$ cat src/hdl/FetchPkg.sv
package FetchPkg;

    localparam int FETCH_ID_BITS = 4;
    localparam int SQN_BITS = 6;
    localparam int BLOCK_INSTRS = 4;

    typedef logic [FETCH_ID_BITS-1:0] FetchID_t;
    typedef logic [SQN_BITS-1:0] SqN_t;
    typedef logic [$clog2(BLOCK_INSTRS)-1:0] FetchOff_t;

    // marks a normal block or the fake interrupt block
    typedef enum logic {
        FF_NONE,
        FF_INTERRUPT
    } FetchFault_t;

    typedef enum logic [1:0] {
        FS_RUN,
        FS_WAIT_IRQ,
        FS_IRQ_ISSUED
    } FetchState_t;

    // branch resolved in execute
    typedef struct packed {
        logic taken;
        SqN_t sqN;
        FetchID_t fetchID;
        logic [31:0] dstPC;
    } BranchProv_t;

    typedef struct packed {
        logic taken;
        FetchID_t fetchID;
        logic [31:0] dstPC;
        logic wfi;
    } DecodeBranch_t;

    // srcPC is the address of the branch instruction itself
    typedef struct packed {
        logic valid;
        logic [31:0] srcPC;
        logic [31:0] dstPC;
    } BTUpdate_t;

    typedef struct packed {
        logic [31:0] blockPC;
        logic [31:0] predTarget;
    } PCFileEntry_t;

    typedef struct packed {
        logic valid;
        logic [31:0] pc;
        FetchID_t fetchID;
        logic [BLOCK_INSTRS*32-1:0] instrs;
        FetchOff_t lastValid;
        logic predTaken;
        logic [31:0] predTarget;
        FetchFault_t fault;
    } FetchBundle_t;

endpackage
$ cat src/hdl/FetchOpIf.sv
`timescale 1ns/1ps

interface FetchOpIf;

    logic valid;
    logic [31:0] pc;
    FetchPkg::FetchFault_t fault;
    FetchPkg::FetchOff_t lastValid;
    logic predTaken;
    logic [31:0] predTarget;

    // fetch control side
    modport ctrl (
        output valid, pc, fault, lastValid, predTaken, predTarget
    );

    // fetch table side
    modport tbl (
        input valid, pc, fault, lastValid, predTaken, predTarget
    );

endinterface

$ cat src/hdl/IFetch.sv
`timescale 1ns/1ps

module IFetch #(
    parameter int NUM_BRANCH_PROVS = 3,
    parameter int BTB_ENTRIES = 16,
    parameter int NUM_PC_READ = 2,
    parameter logic [31:0] RESET_PC = 32'h0000_1000
) (
    input  logic clk,
    input  logic rst,
    input  logic en,
    input  logic irqPending,
    input  FetchPkg::BranchProv_t branches[NUM_BRANCH_PROVS-1:0],
    input  FetchPkg::SqN_t robCurSqN,
    input  FetchPkg::FetchID_t robComFetchID,
    input  FetchPkg::DecodeBranch_t decBranch,
    input  FetchPkg::BTUpdate_t btUpdate,
    input  logic [FetchPkg::BLOCK_INSTRS*32-1:0] imemData,
    input  logic ready,
    input  FetchPkg::FetchID_t pcReadAddr[NUM_PC_READ-1:0],
    output logic branchMispr,
    output logic imemReq,
    output logic [31:0] imemAddr,
    output FetchPkg::FetchBundle_t outBundle,
    output FetchPkg::PCFileEntry_t pcReadData[NUM_PC_READ-1:0]
);

    FetchPkg::BranchProv_t selBranch;
    FetchPkg::FetchState_t state;
    logic redirect;
    FetchPkg::FetchID_t redirectFetchID;
    logic [31:0] redirectPC;
    logic stall;
    logic [31:0] bpPC;
    logic bpPredTaken;
    logic [31:0] bpPredTarget;
    FetchPkg::FetchOff_t bpLastValid;
    logic pcfWrite;
    FetchPkg::FetchID_t pcfAddr;
    FetchPkg::PCFileEntry_t pcfData;

    FetchOpIf fetchOp();

    BranchSelector #(.NUM_BRANCH_PROVS(NUM_BRANCH_PROVS)) u_branchSel (
        .clk(clk),
        .rst(rst),
        .branches(branches),
        .robCurSqN(robCurSqN),
        .selBranch(selBranch),
        .mispr(branchMispr)
    );

    // execute redirect wins over decode
    assign redirect = selBranch.taken || decBranch.taken;
    assign redirectFetchID = selBranch.taken ? selBranch.fetchID : decBranch.fetchID;
    assign redirectPC = selBranch.taken ? selBranch.dstPC : decBranch.dstPC;

    BranchPredictor #(.BTB_ENTRIES(BTB_ENTRIES), .RESET_PC(RESET_PC)) u_predictor (
        .clk(clk),
        .rst(rst),
        .advance(fetchOp.valid),
        .redirect(redirect),
        .redirectPC(redirectPC),
        .btUpdate(btUpdate),
        .pc(bpPC),
        .predTaken(bpPredTaken),
        .predTarget(bpPredTarget),
        .lastValid(bpLastValid)
    );

    assign fetchOp.valid = en && state == FetchPkg::FS_RUN && !stall && !redirect;
    assign fetchOp.pc = bpPC;
    assign fetchOp.fault = irqPending ? FetchPkg::FF_INTERRUPT : FetchPkg::FF_NONE;
    assign fetchOp.lastValid = bpLastValid;
    assign fetchOp.predTaken = bpPredTaken;
    assign fetchOp.predTarget = bpPredTarget;

    FetchTable u_fetchTable (
        .clk(clk),
        .rst(rst),
        .op(fetchOp),
        .redirect(redirect),
        .redirectFetchID(redirectFetchID),
        .comFetchID(robComFetchID),
        .imemData(imemData),
        .ready(ready),
        .stall(stall),
        .imemReq(imemReq),
        .imemAddr(imemAddr),
        .pcfWrite(pcfWrite),
        .pcfAddr(pcfAddr),
        .pcfData(pcfData),
        .outBundle(outBundle)
    );

    PCFile #(.NUM_PC_READ(NUM_PC_READ)) u_pcFile (
        .clk(clk),
        .wen(pcfWrite),
        .waddr(pcfAddr),
        .wdata(pcfData),
        .raddr(pcReadAddr),
        .rdata(pcReadData)
    );

    always_ff @(posedge clk) begin
        if (rst) begin
            state <= FetchPkg::FS_RUN;
        end else if (selBranch.taken) begin
            state <= FetchPkg::FS_RUN;
        end else if (decBranch.taken) begin
            // wfi parks the frontend until an interrupt arrives
            state <= decBranch.wfi ? FetchPkg::FS_WAIT_IRQ : FetchPkg::FS_RUN;
        end else begin
            case (state)
                FetchPkg::FS_WAIT_IRQ: begin
                    if (irqPending) begin
                        state <= FetchPkg::FS_RUN;
                    end
                end
                FetchPkg::FS_RUN: begin
                    // single interrupt block, then wait for the flush
                    if (fetchOp.valid && irqPending) begin
                        state <= FetchPkg::FS_IRQ_ISSUED;
                    end
                end
                default: begin
                    state <= state;
                end
            endcase
        end
    end

endmodule

$ cat src/hdl/PCFile.sv
`timescale 1ns/1ps

module PCFile #(
    parameter int NUM_PC_READ = 2
) (
    input  logic clk,
    input  logic wen,
    input  FetchPkg::FetchID_t waddr,
    input  FetchPkg::PCFileEntry_t wdata,
    input  FetchPkg::FetchID_t raddr[NUM_PC_READ-1:0],
    output FetchPkg::PCFileEntry_t rdata[NUM_PC_READ-1:0]
);

    localparam int DEPTH = 2 ** FetchPkg::FETCH_ID_BITS;

    FetchPkg::PCFileEntry_t mem[DEPTH];

    always_ff @(posedge clk) begin
        if (wen) begin
            mem[waddr] <= wdata;
        end
    end

    // asynchronous read ports
    always_comb begin
        for (int i = 0; i < NUM_PC_READ; i++) begin
            rdata[i] = mem[raddr[i]];
        end
    end

endmodule

$ cat src/hdl/FetchTable.sv
`timescale 1ns/1ps

module FetchTable (
    input  logic clk,
    input  logic rst,
    FetchOpIf.tbl op,
    input  logic redirect,
    input  FetchPkg::FetchID_t redirectFetchID,
    input  FetchPkg::FetchID_t comFetchID,
    input  logic [FetchPkg::BLOCK_INSTRS*32-1:0] imemData,
    input  logic ready,
    output logic stall,
    output logic imemReq,
    output logic [31:0] imemAddr,
    output logic pcfWrite,
    output FetchPkg::FetchID_t pcfAddr,
    output FetchPkg::PCFileEntry_t pcfData,
    output FetchPkg::FetchBundle_t outBundle
);

    FetchPkg::FetchID_t nextID;
    FetchPkg::FetchID_t idSpan;
    logic windowFull;
    logic outFree;

    // block waiting for its memory data
    logic inflValid;
    FetchPkg::FetchID_t inflID;
    logic [31:0] inflPC;
    logic [31:0] inflPredTarget;
    FetchPkg::FetchOff_t inflLastValid;
    logic inflPredTaken;
    FetchPkg::FetchFault_t inflFault;

    FetchPkg::FetchBundle_t newBundle;
    FetchPkg::FetchBundle_t outReg;
    FetchPkg::FetchBundle_t skidReg;

    // at most 15 IDs outstanding
    assign idSpan = nextID - comFetchID;
    assign windowFull = &idSpan;
    assign outFree = !outReg.valid || ready;

    assign stall = (outReg.valid && skidReg.valid)
                || (outReg.valid && !ready && inflValid)
                || windowFull;

    assign imemReq = op.valid;
    assign imemAddr = op.pc;
    assign pcfWrite = op.valid;
    assign pcfAddr = nextID;
    assign pcfData = '{blockPC: op.pc, predTarget: op.predTarget};

    always_comb begin
        newBundle.valid = inflValid;
        newBundle.pc = inflPC;
        newBundle.fetchID = inflID;
        newBundle.instrs = imemData;
        newBundle.lastValid = inflLastValid;
        newBundle.predTaken = inflPredTaken;
        newBundle.predTarget = inflPredTarget;
        newBundle.fault = inflFault;
    end

    always_ff @(posedge clk) begin
        if (rst) begin
            nextID <= '0;
            inflValid <= 1'b0;
            outReg.valid <= 1'b0;
            skidReg.valid <= 1'b0;
        end else if (redirect) begin
            nextID <= FetchPkg::FetchID_t'(redirectFetchID + 1'b1);
            inflValid <= 1'b0;
            outReg.valid <= 1'b0;
            skidReg.valid <= 1'b0;
        end else begin
            if (op.valid) begin
                nextID <= FetchPkg::FetchID_t'(nextID + 1'b1);
            end
            inflValid <= op.valid;
            if (outFree) begin
                if (skidReg.valid) begin
                    outReg <= skidReg;
                    skidReg <= newBundle;
                end else begin
                    outReg <= newBundle;
                end
            end else if (inflValid) begin
                // stall keeps the skid slot free for this one
                skidReg <= newBundle;
            end
        end
    end

    always_ff @(posedge clk) begin
        if (op.valid) begin
            inflID <= nextID;
            inflPC <= op.pc;
            inflPredTarget <= op.predTarget;
            inflLastValid <= op.lastValid;
            inflPredTaken <= op.predTaken;
            inflFault <= op.fault;
        end
    end

    assign outBundle = outReg;

endmodule

$ cat src/hdl/BranchPredictor.sv
`timescale 1ns/1ps

module BranchPredictor #(
    parameter int BTB_ENTRIES = 16,
    parameter logic [31:0] RESET_PC = 32'h0000_1000
) (
    input  logic clk,
    input  logic rst,
    input  logic advance,
    input  logic redirect,
    input  logic [31:0] redirectPC,
    input  FetchPkg::BTUpdate_t btUpdate,
    output logic [31:0] pc,
    output logic predTaken,
    output logic [31:0] predTarget,
    output FetchPkg::FetchOff_t lastValid
);

    localparam int IDX_BITS = $clog2(BTB_ENTRIES);
    localparam int TAG_BITS = 32 - 4 - IDX_BITS;

    logic btbValid[BTB_ENTRIES];
    logic [TAG_BITS-1:0] btbTag[BTB_ENTRIES];
    logic [31:0] btbTarget[BTB_ENTRIES];
    FetchPkg::FetchOff_t btbOffs[BTB_ENTRIES];

    logic [IDX_BITS-1:0] lookupIdx;
    logic [TAG_BITS-1:0] lookupTag;
    logic [IDX_BITS-1:0] updIdx;
    logic hit;
    logic [31:0] seqPC;
    logic [31:0] nextPC;

    // block address bits select the entry
    assign lookupIdx = pc[4 +: IDX_BITS];
    assign lookupTag = pc[31 -: TAG_BITS];
    assign updIdx = btUpdate.srcPC[4 +: IDX_BITS];

    assign hit = btbValid[lookupIdx] && btbTag[lookupIdx] == lookupTag;
    assign seqPC = pc + 32'd16;

    always_comb begin
        if (hit) begin
            predTaken = 1'b1;
            predTarget = btbTarget[lookupIdx];
            lastValid = btbOffs[lookupIdx];
        end else begin
            predTaken = 1'b0;
            predTarget = seqPC;
            lastValid = FetchPkg::FetchOff_t'(FetchPkg::BLOCK_INSTRS - 1);
        end
    end

    always_comb begin
        nextPC = pc;
        if (redirect) begin
            nextPC = {redirectPC[31:4], 4'b0};
        end else if (advance) begin
            nextPC = {predTarget[31:4], 4'b0};
        end
    end

    always_ff @(posedge clk) begin
        if (rst) begin
            pc <= RESET_PC;
        end else begin
            pc <= nextPC;
        end
    end

    // valid bits need a clean start
    always_ff @(posedge clk) begin
        if (rst) begin
            for (int i = 0; i < BTB_ENTRIES; i++) begin
                btbValid[i] <= 1'b0;
            end
        end else if (btUpdate.valid) begin
            btbValid[updIdx] <= 1'b1;
        end
    end

    always_ff @(posedge clk) begin
        if (btUpdate.valid) begin
            btbTag[updIdx] <= btUpdate.srcPC[31 -: TAG_BITS];
            btbTarget[updIdx] <= btUpdate.dstPC;
            btbOffs[updIdx] <= btUpdate.srcPC[3:2];
        end
    end

endmodule

$ cat src/hdl/BranchSelector.sv
`timescale 1ns/1ps

module BranchSelector #(
    parameter int NUM_BRANCH_PROVS = 3
) (
    input  logic clk,
    input  logic rst,
    input  FetchPkg::BranchProv_t branches[NUM_BRANCH_PROVS-1:0],
    input  FetchPkg::SqN_t robCurSqN,
    output FetchPkg::BranchProv_t selBranch,
    output logic mispr
);

    FetchPkg::BranchProv_t oldest;
    FetchPkg::SqN_t oldestAge;

    // age is distance from the ROB head, wrapping at 64
    always_comb begin
        FetchPkg::SqN_t age;
        oldest = '0;
        oldestAge = '1;
        for (int i = 0; i < NUM_BRANCH_PROVS; i++) begin
            age = branches[i].sqN - robCurSqN;
            if (branches[i].taken && (!oldest.taken || age < oldestAge)) begin
                oldest = branches[i];
                oldestAge = age;
            end
        end
    end

    always_ff @(posedge clk) begin
        if (rst) begin
            selBranch.taken <= 1'b0;
        end else begin
            selBranch <= oldest;
        end
    end

    // one-cycle pulse per registered redirect
    assign mispr = selBranch.taken;

endmodule

$ cat config.mk
export PLATFORM = sky130hd
export DESIGN_NAME = IFetch
export DESIGN_NICKNAME = d
export VERILOG_FILES = /design/src/hdl/FetchPkg.sv /design/src/hdl/FetchOpIf.sv /design/src/hdl/IFetch.sv /design/src/hdl/PCFile.sv /design/src/hdl/FetchTable.sv /design/src/hdl/BranchPredictor.sv /design/src/hdl/BranchSelector.sv
export SDC_FILE = /design/constraint.sdc
export NUM_CORES = 2
export LEC_CHECK = 0
export BUFFER_PORTS_ARGS = -buffer_cell sky130_fd_sc_hd__clkbuf_2
export CORE_MARGIN = 1
export CORE_UTILIZATION = 59
export DETAILED_ROUTE_END_ITERATION = 8
export PLACE_DENSITY = 0.78
export SLEW_MARGIN = 10
export SYNTH_ARGS = -nofsm -noshare
export SYNTH_HDL_FRONTEND = slang
export SYNTH_SLANG_ARGS = --single-unit
export TNS_END_PERCENT = 30
$ cat constraint.sdc
create_clock -name clk -period 35.6 [get_ports clk]
set_input_delay 3.56 -clock clk [delete_from_list [all_inputs] [get_ports clk]]
set_output_delay 3.56 -clock clk [all_outputs]
set_load 0.005 [all_outputs]
== After elaboration in Yosys (flattened, before gate mapping) ==
Memories as Yosys holds them, arrays and structs flattened. A register that Yosys moved wholly into a read port is not among the register bits.
Index checks and enable logic that the tools add are counted.

* RAM bits: 1904
* Word-level logic and storage cells: 124
* Flip-flop bits (word level): 540
* Memories kept: 5
* Memory bits (read-only): 0
* Bits of input ports: 383
* Bits in latches: 0

* Muxes and demuxes: 40
* Shift operators: 0
* $mul: 0
* Reduce and logical (&&, ||, !) cells: 34
* Divide/modulo/power cells: 0
* Bitwise gates (word level): 2
* Magnitude comparators: 2
* Add/subtract/negate cells: 7
* Eq/ne operators: 5

{| class="wikitable"
|+ Memories
! name !! words !! bits a word !! read ports !! clocked after Yosys merged registers in !! wr ports !! RTL line !! RTL
|-
| u_pcFile.mem || 16 || 60 || 2 || 0 || 1 || PCFile.sv:16 || <nowiki>FetchPkg::PCFileEntry_t mem[DEPTH];</nowiki>
|-
| u_predictor.btbTarget || 16 || 32 || 1 || 1 || 1 || BranchPredictor.sv:24 || <nowiki>logic [31:0] btbTarget[BTB_ENTRIES];</nowiki>
|-
| u_predictor.btbTag || 16 || 24 || 1 || 1 || 1 || BranchPredictor.sv:23 || <nowiki>logic [TAG_BITS-1:0] btbTag[BTB_ENTRIES];</nowiki>
|-
| u_predictor.btbOffs || 16 || 2 || 1 || 1 || 1 || BranchPredictor.sv:25 || <nowiki>FetchPkg::FetchOff_t btbOffs[BTB_ENTRIES];</nowiki>
|-
| u_predictor.btbValid || 16 || 1 || 1 || 1 || 16 || BranchPredictor.sv:22 || <nowiki>logic btbValid[BTB_ENTRIES];</nowiki>
|}

{| class="wikitable"
|+ Operators with widths
! kind !! number
|-
| two-way mux 201 bit || 4
|-
| two-way mux 43 bit || 3
|-
| two-way mux 32 bit || 4
|-
| two-way mux 4 bit || 10
|-
| adder 32 x 5 -> 32 bit (second input constant) || 1
|-
| == test 24 bit || 1
|-
| subtractor 6 bit || 3
|-
| two-way mux 1 bit || 13
|-
| less-than comparator 6 bit || 2
|-
| two-way mux 6 bit || 2
|-
| logical AND 1 bit || 10
|-
| adder 4 x 1 -> 4 bit (second input constant) || 2
|-
| AND reduction 4 bit || 2
|-
| logical NOT 1 bit || 7
|-
| logical OR 1 bit || 6
|-
| two-way mux 2 bit || 3
|-
| AND reduction 3 bit || 2
|-
| case mux 2 bit (2 select lines) || 1
|-
| nonzero test 2 bit || 2
|-
| OR reduction 2 bit || 2
|-
| subtractor 4 bit || 1
|-
| inequality test 3 x 2 -> 1 bit (second input constant) || 1
|-
| inequality test 3 bit (second input constant) || 1
|-
| nonzero test 3 bit || 1
|-
| other kinds (5) || 6
|}

== Depth between registers and ports, before layout ==
* Depth in word-level cells: 12
* Depth in mapped cells: 26

== Hierarchy ==
Synthesis repeated with hierarchy kept, for this count alone.

* Cells, all modules: 5236
* Area total of the unflattened synthesis: 106922.5 sq um

{| class="wikitable"
|+ By module, submodules not included
! module !! area an instance (sq um) !! instances !! cells an instance !! sequential area each (sq um)
|-
| PCFile || 45743.9 || 1 || 2119 || 30749.5
|-
| BranchPredictor || 37975.2 || 1 || 1707 || 28827.6
|-
| FetchTable || 19306.0 || 1 || 1076 || 14313.7
|-
| BranchSelector || 3273.1 || 1 || 283 || 1281.2
|-
| IFetch || 624.3 || 1 || 51 || 40.0
|}

== Least setup slack after synthesis ==
OpenSTA, ideal clock, no wires.

* Path type: input to register
* Start: in decBranch[37] (netlist name)
* End: reg u_fetchTable.skidReg[0] (netlist name) (enable)
* Path slack: 21.280 ns
* Library setup time: 0.817 ns
* Stages: 4
* Arrival: 13.503 ns
* Path buffers: 1
* Cells stage by stage: clkbuf_1 -> nor2_1 -> nand2_1 -> a21oi_1

* Cells in the longest elaborated chain, start to end: 3

{| class="wikitable"
|+ RTL lines
! item !! RTL line !! RTL
|-
| from (decl) || IFetch.sv:16 || <nowiki>input FetchPkg::DecodeBranch_t decBranch,</nowiki>
|-
| logical OR 1 bit || IFetch.sv:54 || <nowiki>assign redirect = selBranch.taken || decBranch.taken;</nowiki>
|-
| NOT 1 bit (no line) || -- ||
|-
| AND reduction 4 bit (no line) || -- ||
|-
| to (signal assigned) || FetchTable.sv:84 || <nowiki>skidReg <= newBundle;</nowiki>
|-
| to (signal assigned) || FetchTable.sv:90 || <nowiki>skidReg <= newBundle;</nowiki>
|-
| to (decl) || FetchTable.sv:37 || <nowiki>FetchPkg::FetchBundle_t skidReg;</nowiki>
|}

No other way between the ends.
A chain may end at the register's enable or synchronous reset.

== Worst setup path after layout ==
* Start: in robComFetchID[0]
* End: out imemReq

* Cells in the longest elaborated chain, start to end: 6

{| class="wikitable"
|+ RTL lines
! item !! RTL line !! RTL
|-
| from (decl) || IFetch.sv:15 || <nowiki>input FetchPkg::FetchID_t robComFetchID,</nowiki>
|-
| subtractor 4 bit || FetchTable.sv:40 || <nowiki>assign idSpan = nextID - comFetchID;</nowiki>
|-
| AND reduction 4 bit || FetchTable.sv:41 || <nowiki>assign windowFull = &idSpan;</nowiki>
|-
| logical OR 1 bit || FetchTable.sv:46 || <nowiki>|| windowFull;</nowiki>
|-
| logical NOT 1 bit || IFetch.sv:71 || <nowiki>assign fetchOp.valid = en && state == FetchPkg::FS_RUN && !stall && !redirect;</nowiki>
|-
| logical AND 1 bit (2 in a row) || IFetch.sv:71 ||
|-
| to (decl) || IFetch.sv:22 || <nowiki>output logic imemReq,</nowiki>
|}

No other way between the ends.

==> run metrics <==
outcome=complete, no violations; Crit Path Category=input pin to output port; clk_lat worst skew=0.88 ns; Seq/Total Area, Yosys=70.7%; die width=419 um; met1 usage=43.6%; post-route setup TNS=0 ns; ys flop type=edfxtp_1; dpl cells=7,784; Core Area=172,000 um2; initial antenna violation count=28; Port Buf Inserts=711; commonest cells after routing, fill and taps aside=edfxtp_1 (2,380), mux4_2 (845), clkbuf_2 (703); nets@finish=6,127; layout cell share with drive strength beyond 1=40.0%; hold_buf cts=0; drt total wl=286,000 um; met3 Use GR=7.30%; Worst-Margin Slew=1.19 ns; Root Driver=clkbuf_16; hold crit path type=flop to flop; GR peak layer=met2; die area=176,000 um2; Async SR Flop Fraction=0%; Via density=6.78; Initial Util=59.7%; Synth Instances=4,947; largest net degree at the start of global routing=123; Max transition margin=19.1%; CP endpoint kind=output port; CP required=32.04 ns; commonest non-fill, non-tap cell in the layout=edfxtp_1; Fin Clk Skew=0.0502 ns; synth unique cells=64; clk sinks=2,438; DRT iter0 DRCs=7,270; Synthesis Warnings=0; Worst-path clk slew=0.07 ns; first-pass GRT wire length=403,000 um; CTS tree=built; CP max-delay cell=nand2b_1; Max Cap Viol=0; max incr delay on CP=0.95 ns; Final Setup Violations=0; DR WL/cell=34.7 um; # rows=152; DIE HEIGHT=419 um; final period utilization=30.2%; final cell count without fillers=8,238; worst path arrival time=7.20 ns; Max IR drop VDD=55.8 uV; Fin. Hold Viols=0; M2 GR Usage=51.7%; worst-path fanout max=35; Max Freq=92.9 MHz; drt drc=0; final slew viol count=0; 1st-pass router iterations=9; leak pwr=38.5 nW; Overall Global Routing Usage=32.7%; minimum clock period=10.76 ns; syn_area_per_cell=20.8 um2; CP Cell Sequence=clkbuf_2, ha_1, inv_1, fa_1, xor2_1, nand3b_1, o2111ai_4, buf_4, nand2b_1, inv_4, clkbuf_2; EDFF count, synth=2,380; post-synthesis sequential element count=2,438; GR Overflow Total=0; Detail Route Antenna Nets=0; Worst path most repeated cell=clkbuf_2; mapped cell area=103,000 um2; startpoint types=input pin; post-CTS sizing=0; synthesis-to-layout area growth=14.0%; fill cell count=10,800; Placer Congestion=0.940; vias in the first global route=56,300; clk buf depth=3; DP HPWL=166,000 um; RSZ-0062 raised after global routing=no; Power Density=54.4 nW/um2; I/O pins=746; Setup Fix Bufs, Post-CTS=0; CTS Buf Count=234; htree depth=4; Vias=55,900
## metrics by stage
step | hold WS [ns] | setup slack [ns] | area [um2] | power (mW) | util (%)
6_report | 0.471 | 24.84 | 117000 | 6.37 | 68.0
5_1_grt | 0.477 | 24.61 | 117000 | 6.53 | 68.0
4_1_cts | 0.475 | 24.78 | 117000 | 6.39 | 68.0
3_5_place_dp | 0.457 | 24.78 | 109000 | 3.90 | 63.5
3_3_place_gp | 0.443 | 24.76 | 109000 | 3.89 | 63.5
2_1_floorplan | 0.406 | 21.28 | 103000 | 3.65 | -
## report_power, final
| group | switching, mW | total [mW] | internal (mW) |
|---|---|---|---|
| registers | 0.0420 | 3.27 | 3.22 |
| logic | 0.341 | 0.582 | 0.241 |
| clock network | 1.09 | 2.52 | 1.44 |
| total | 1.47 | 6.37 | 4.90 |
## synth_stat cells (7+ instances only)
cell,count,area (um2)
edfxtp_1,2380,71500
mux4_2,845,19000
mux2_2,263,2960
nor2b_1,213,1330
clkbuf_1,199,747
nor2_1,108,405
nand2_1,79,297
buf_1,76,285
mux2i_1,72,721
o21ai_0,71,355
inv_1,63,236
dfxtp_1,58,1160
a21oi_1,57,285
xnor2_1,51,447
nand3_1,50,250
buf_2,33,165
ha_1,30,375
nor3_1,27,135
xor2_1,26,228
nand3b_1,25,188
buf_4,22,165
nand2b_1,22,138
a21o_1,17,128
nand4_1,17,106
a22oi_1,14,105
and3_1,13,81.3
o2bb2ai_1,12,105
nor4_1,9,56.3
o22ai_1,8,50.1
a221o_1,7,70.1
a311o_1,7,70.1
o311ai_1,7,61.3
## critical path: cells and delay by family
family / cells / cell delay (ns)
buffers and inverters: 5 / 1.55
AND/OR/NAND/NOR: 2 / 1.10
adder cells (fa/ha/maj): 2 / 0.55
AO/OA/AOI/OAI: 1 / 0.22
XOR/XNOR: 1 / 0.18
## path summary, 6_finish.rpt
path / from / to / slack, ns / depth (start not counted)
min reg2reg: u_predictor.pc[13] / u_fetchTable.inflPC[13] / 0.47 / 0
max reg2reg: u_fetchTable.pcfAddr[0] / u_pcFile.mem[7][23] / 29.28 / 12
min: u_predictor.pc[13] / u_fetchTable.inflPC[13] / 0.47 / 0
max: robComFetchID[0] / imemReq / 24.84 / 11
## area by class of cell
class | instances | area [um2] | share of cell area, %
clock buffer | 275 | 6080 | 5.19
inverter | 64 | 243 | 0.207
clock inverter | 166 | 1760 | 1.50
timing repair buffer | 847 | 4670 | 3.98
antenna | 13 | 32.5 | 0.0278
multi-input combinational | 2125 | 28900 | 24.7
sequential | 2438 | 72600 | 62.0
tap | 2310 | 2890 | 2.47
## state kept, by name, indices dropped and copies added (netlist names), named ones only
name                         cells
u_fetchTable.inflID              4
u_fetchTable.outBundle         197
u_predictor.pc                  28
u_fetchTable.inflValid           1
u_fetchTable.inflLastValid       2
u_fetchTable.inflPC             28
u_predictor.btbTarget          512
u_fetchTable.pcfAddr             4
u_fetchTable.inflPredTarget     32
u_branchSel.mispr                1
u_fetchTable.inflFault           1
u_branchSel.selBranch           32
u_pcFile.mem                   960
u_fetchTable.inflPredTaken       1
u_predictor.btbValid            16
u_predictor.btbOffs             32
state                            2
u_fetchTable.skidReg           197
u_predictor.btbTag             384
## cells by family (layout without fill, tap and decap cells)
group           count (synthesis)  after routing  synth area share, %
flops                        2438           2438                 70.7
buf+inv                       399           1352                 1.61
fa+ha+maj                      34             34                0.443
xor+xnor                       77             77                0.656
mux                          1182           1182                 22.1
compound gates                230            230                 1.44
simple gates                  586            586                 3.07
other cells                     1             29              0.00365
## routing by layer
layer / part of all wire, % / up-vias
li1: - / 22200
met1: 35 / 29400
met5: 0.053 / -
met4: 5.6 / 22
met2: 48 / 3661
met3: 11 / 656
Power figures use the tool's default switching activity.
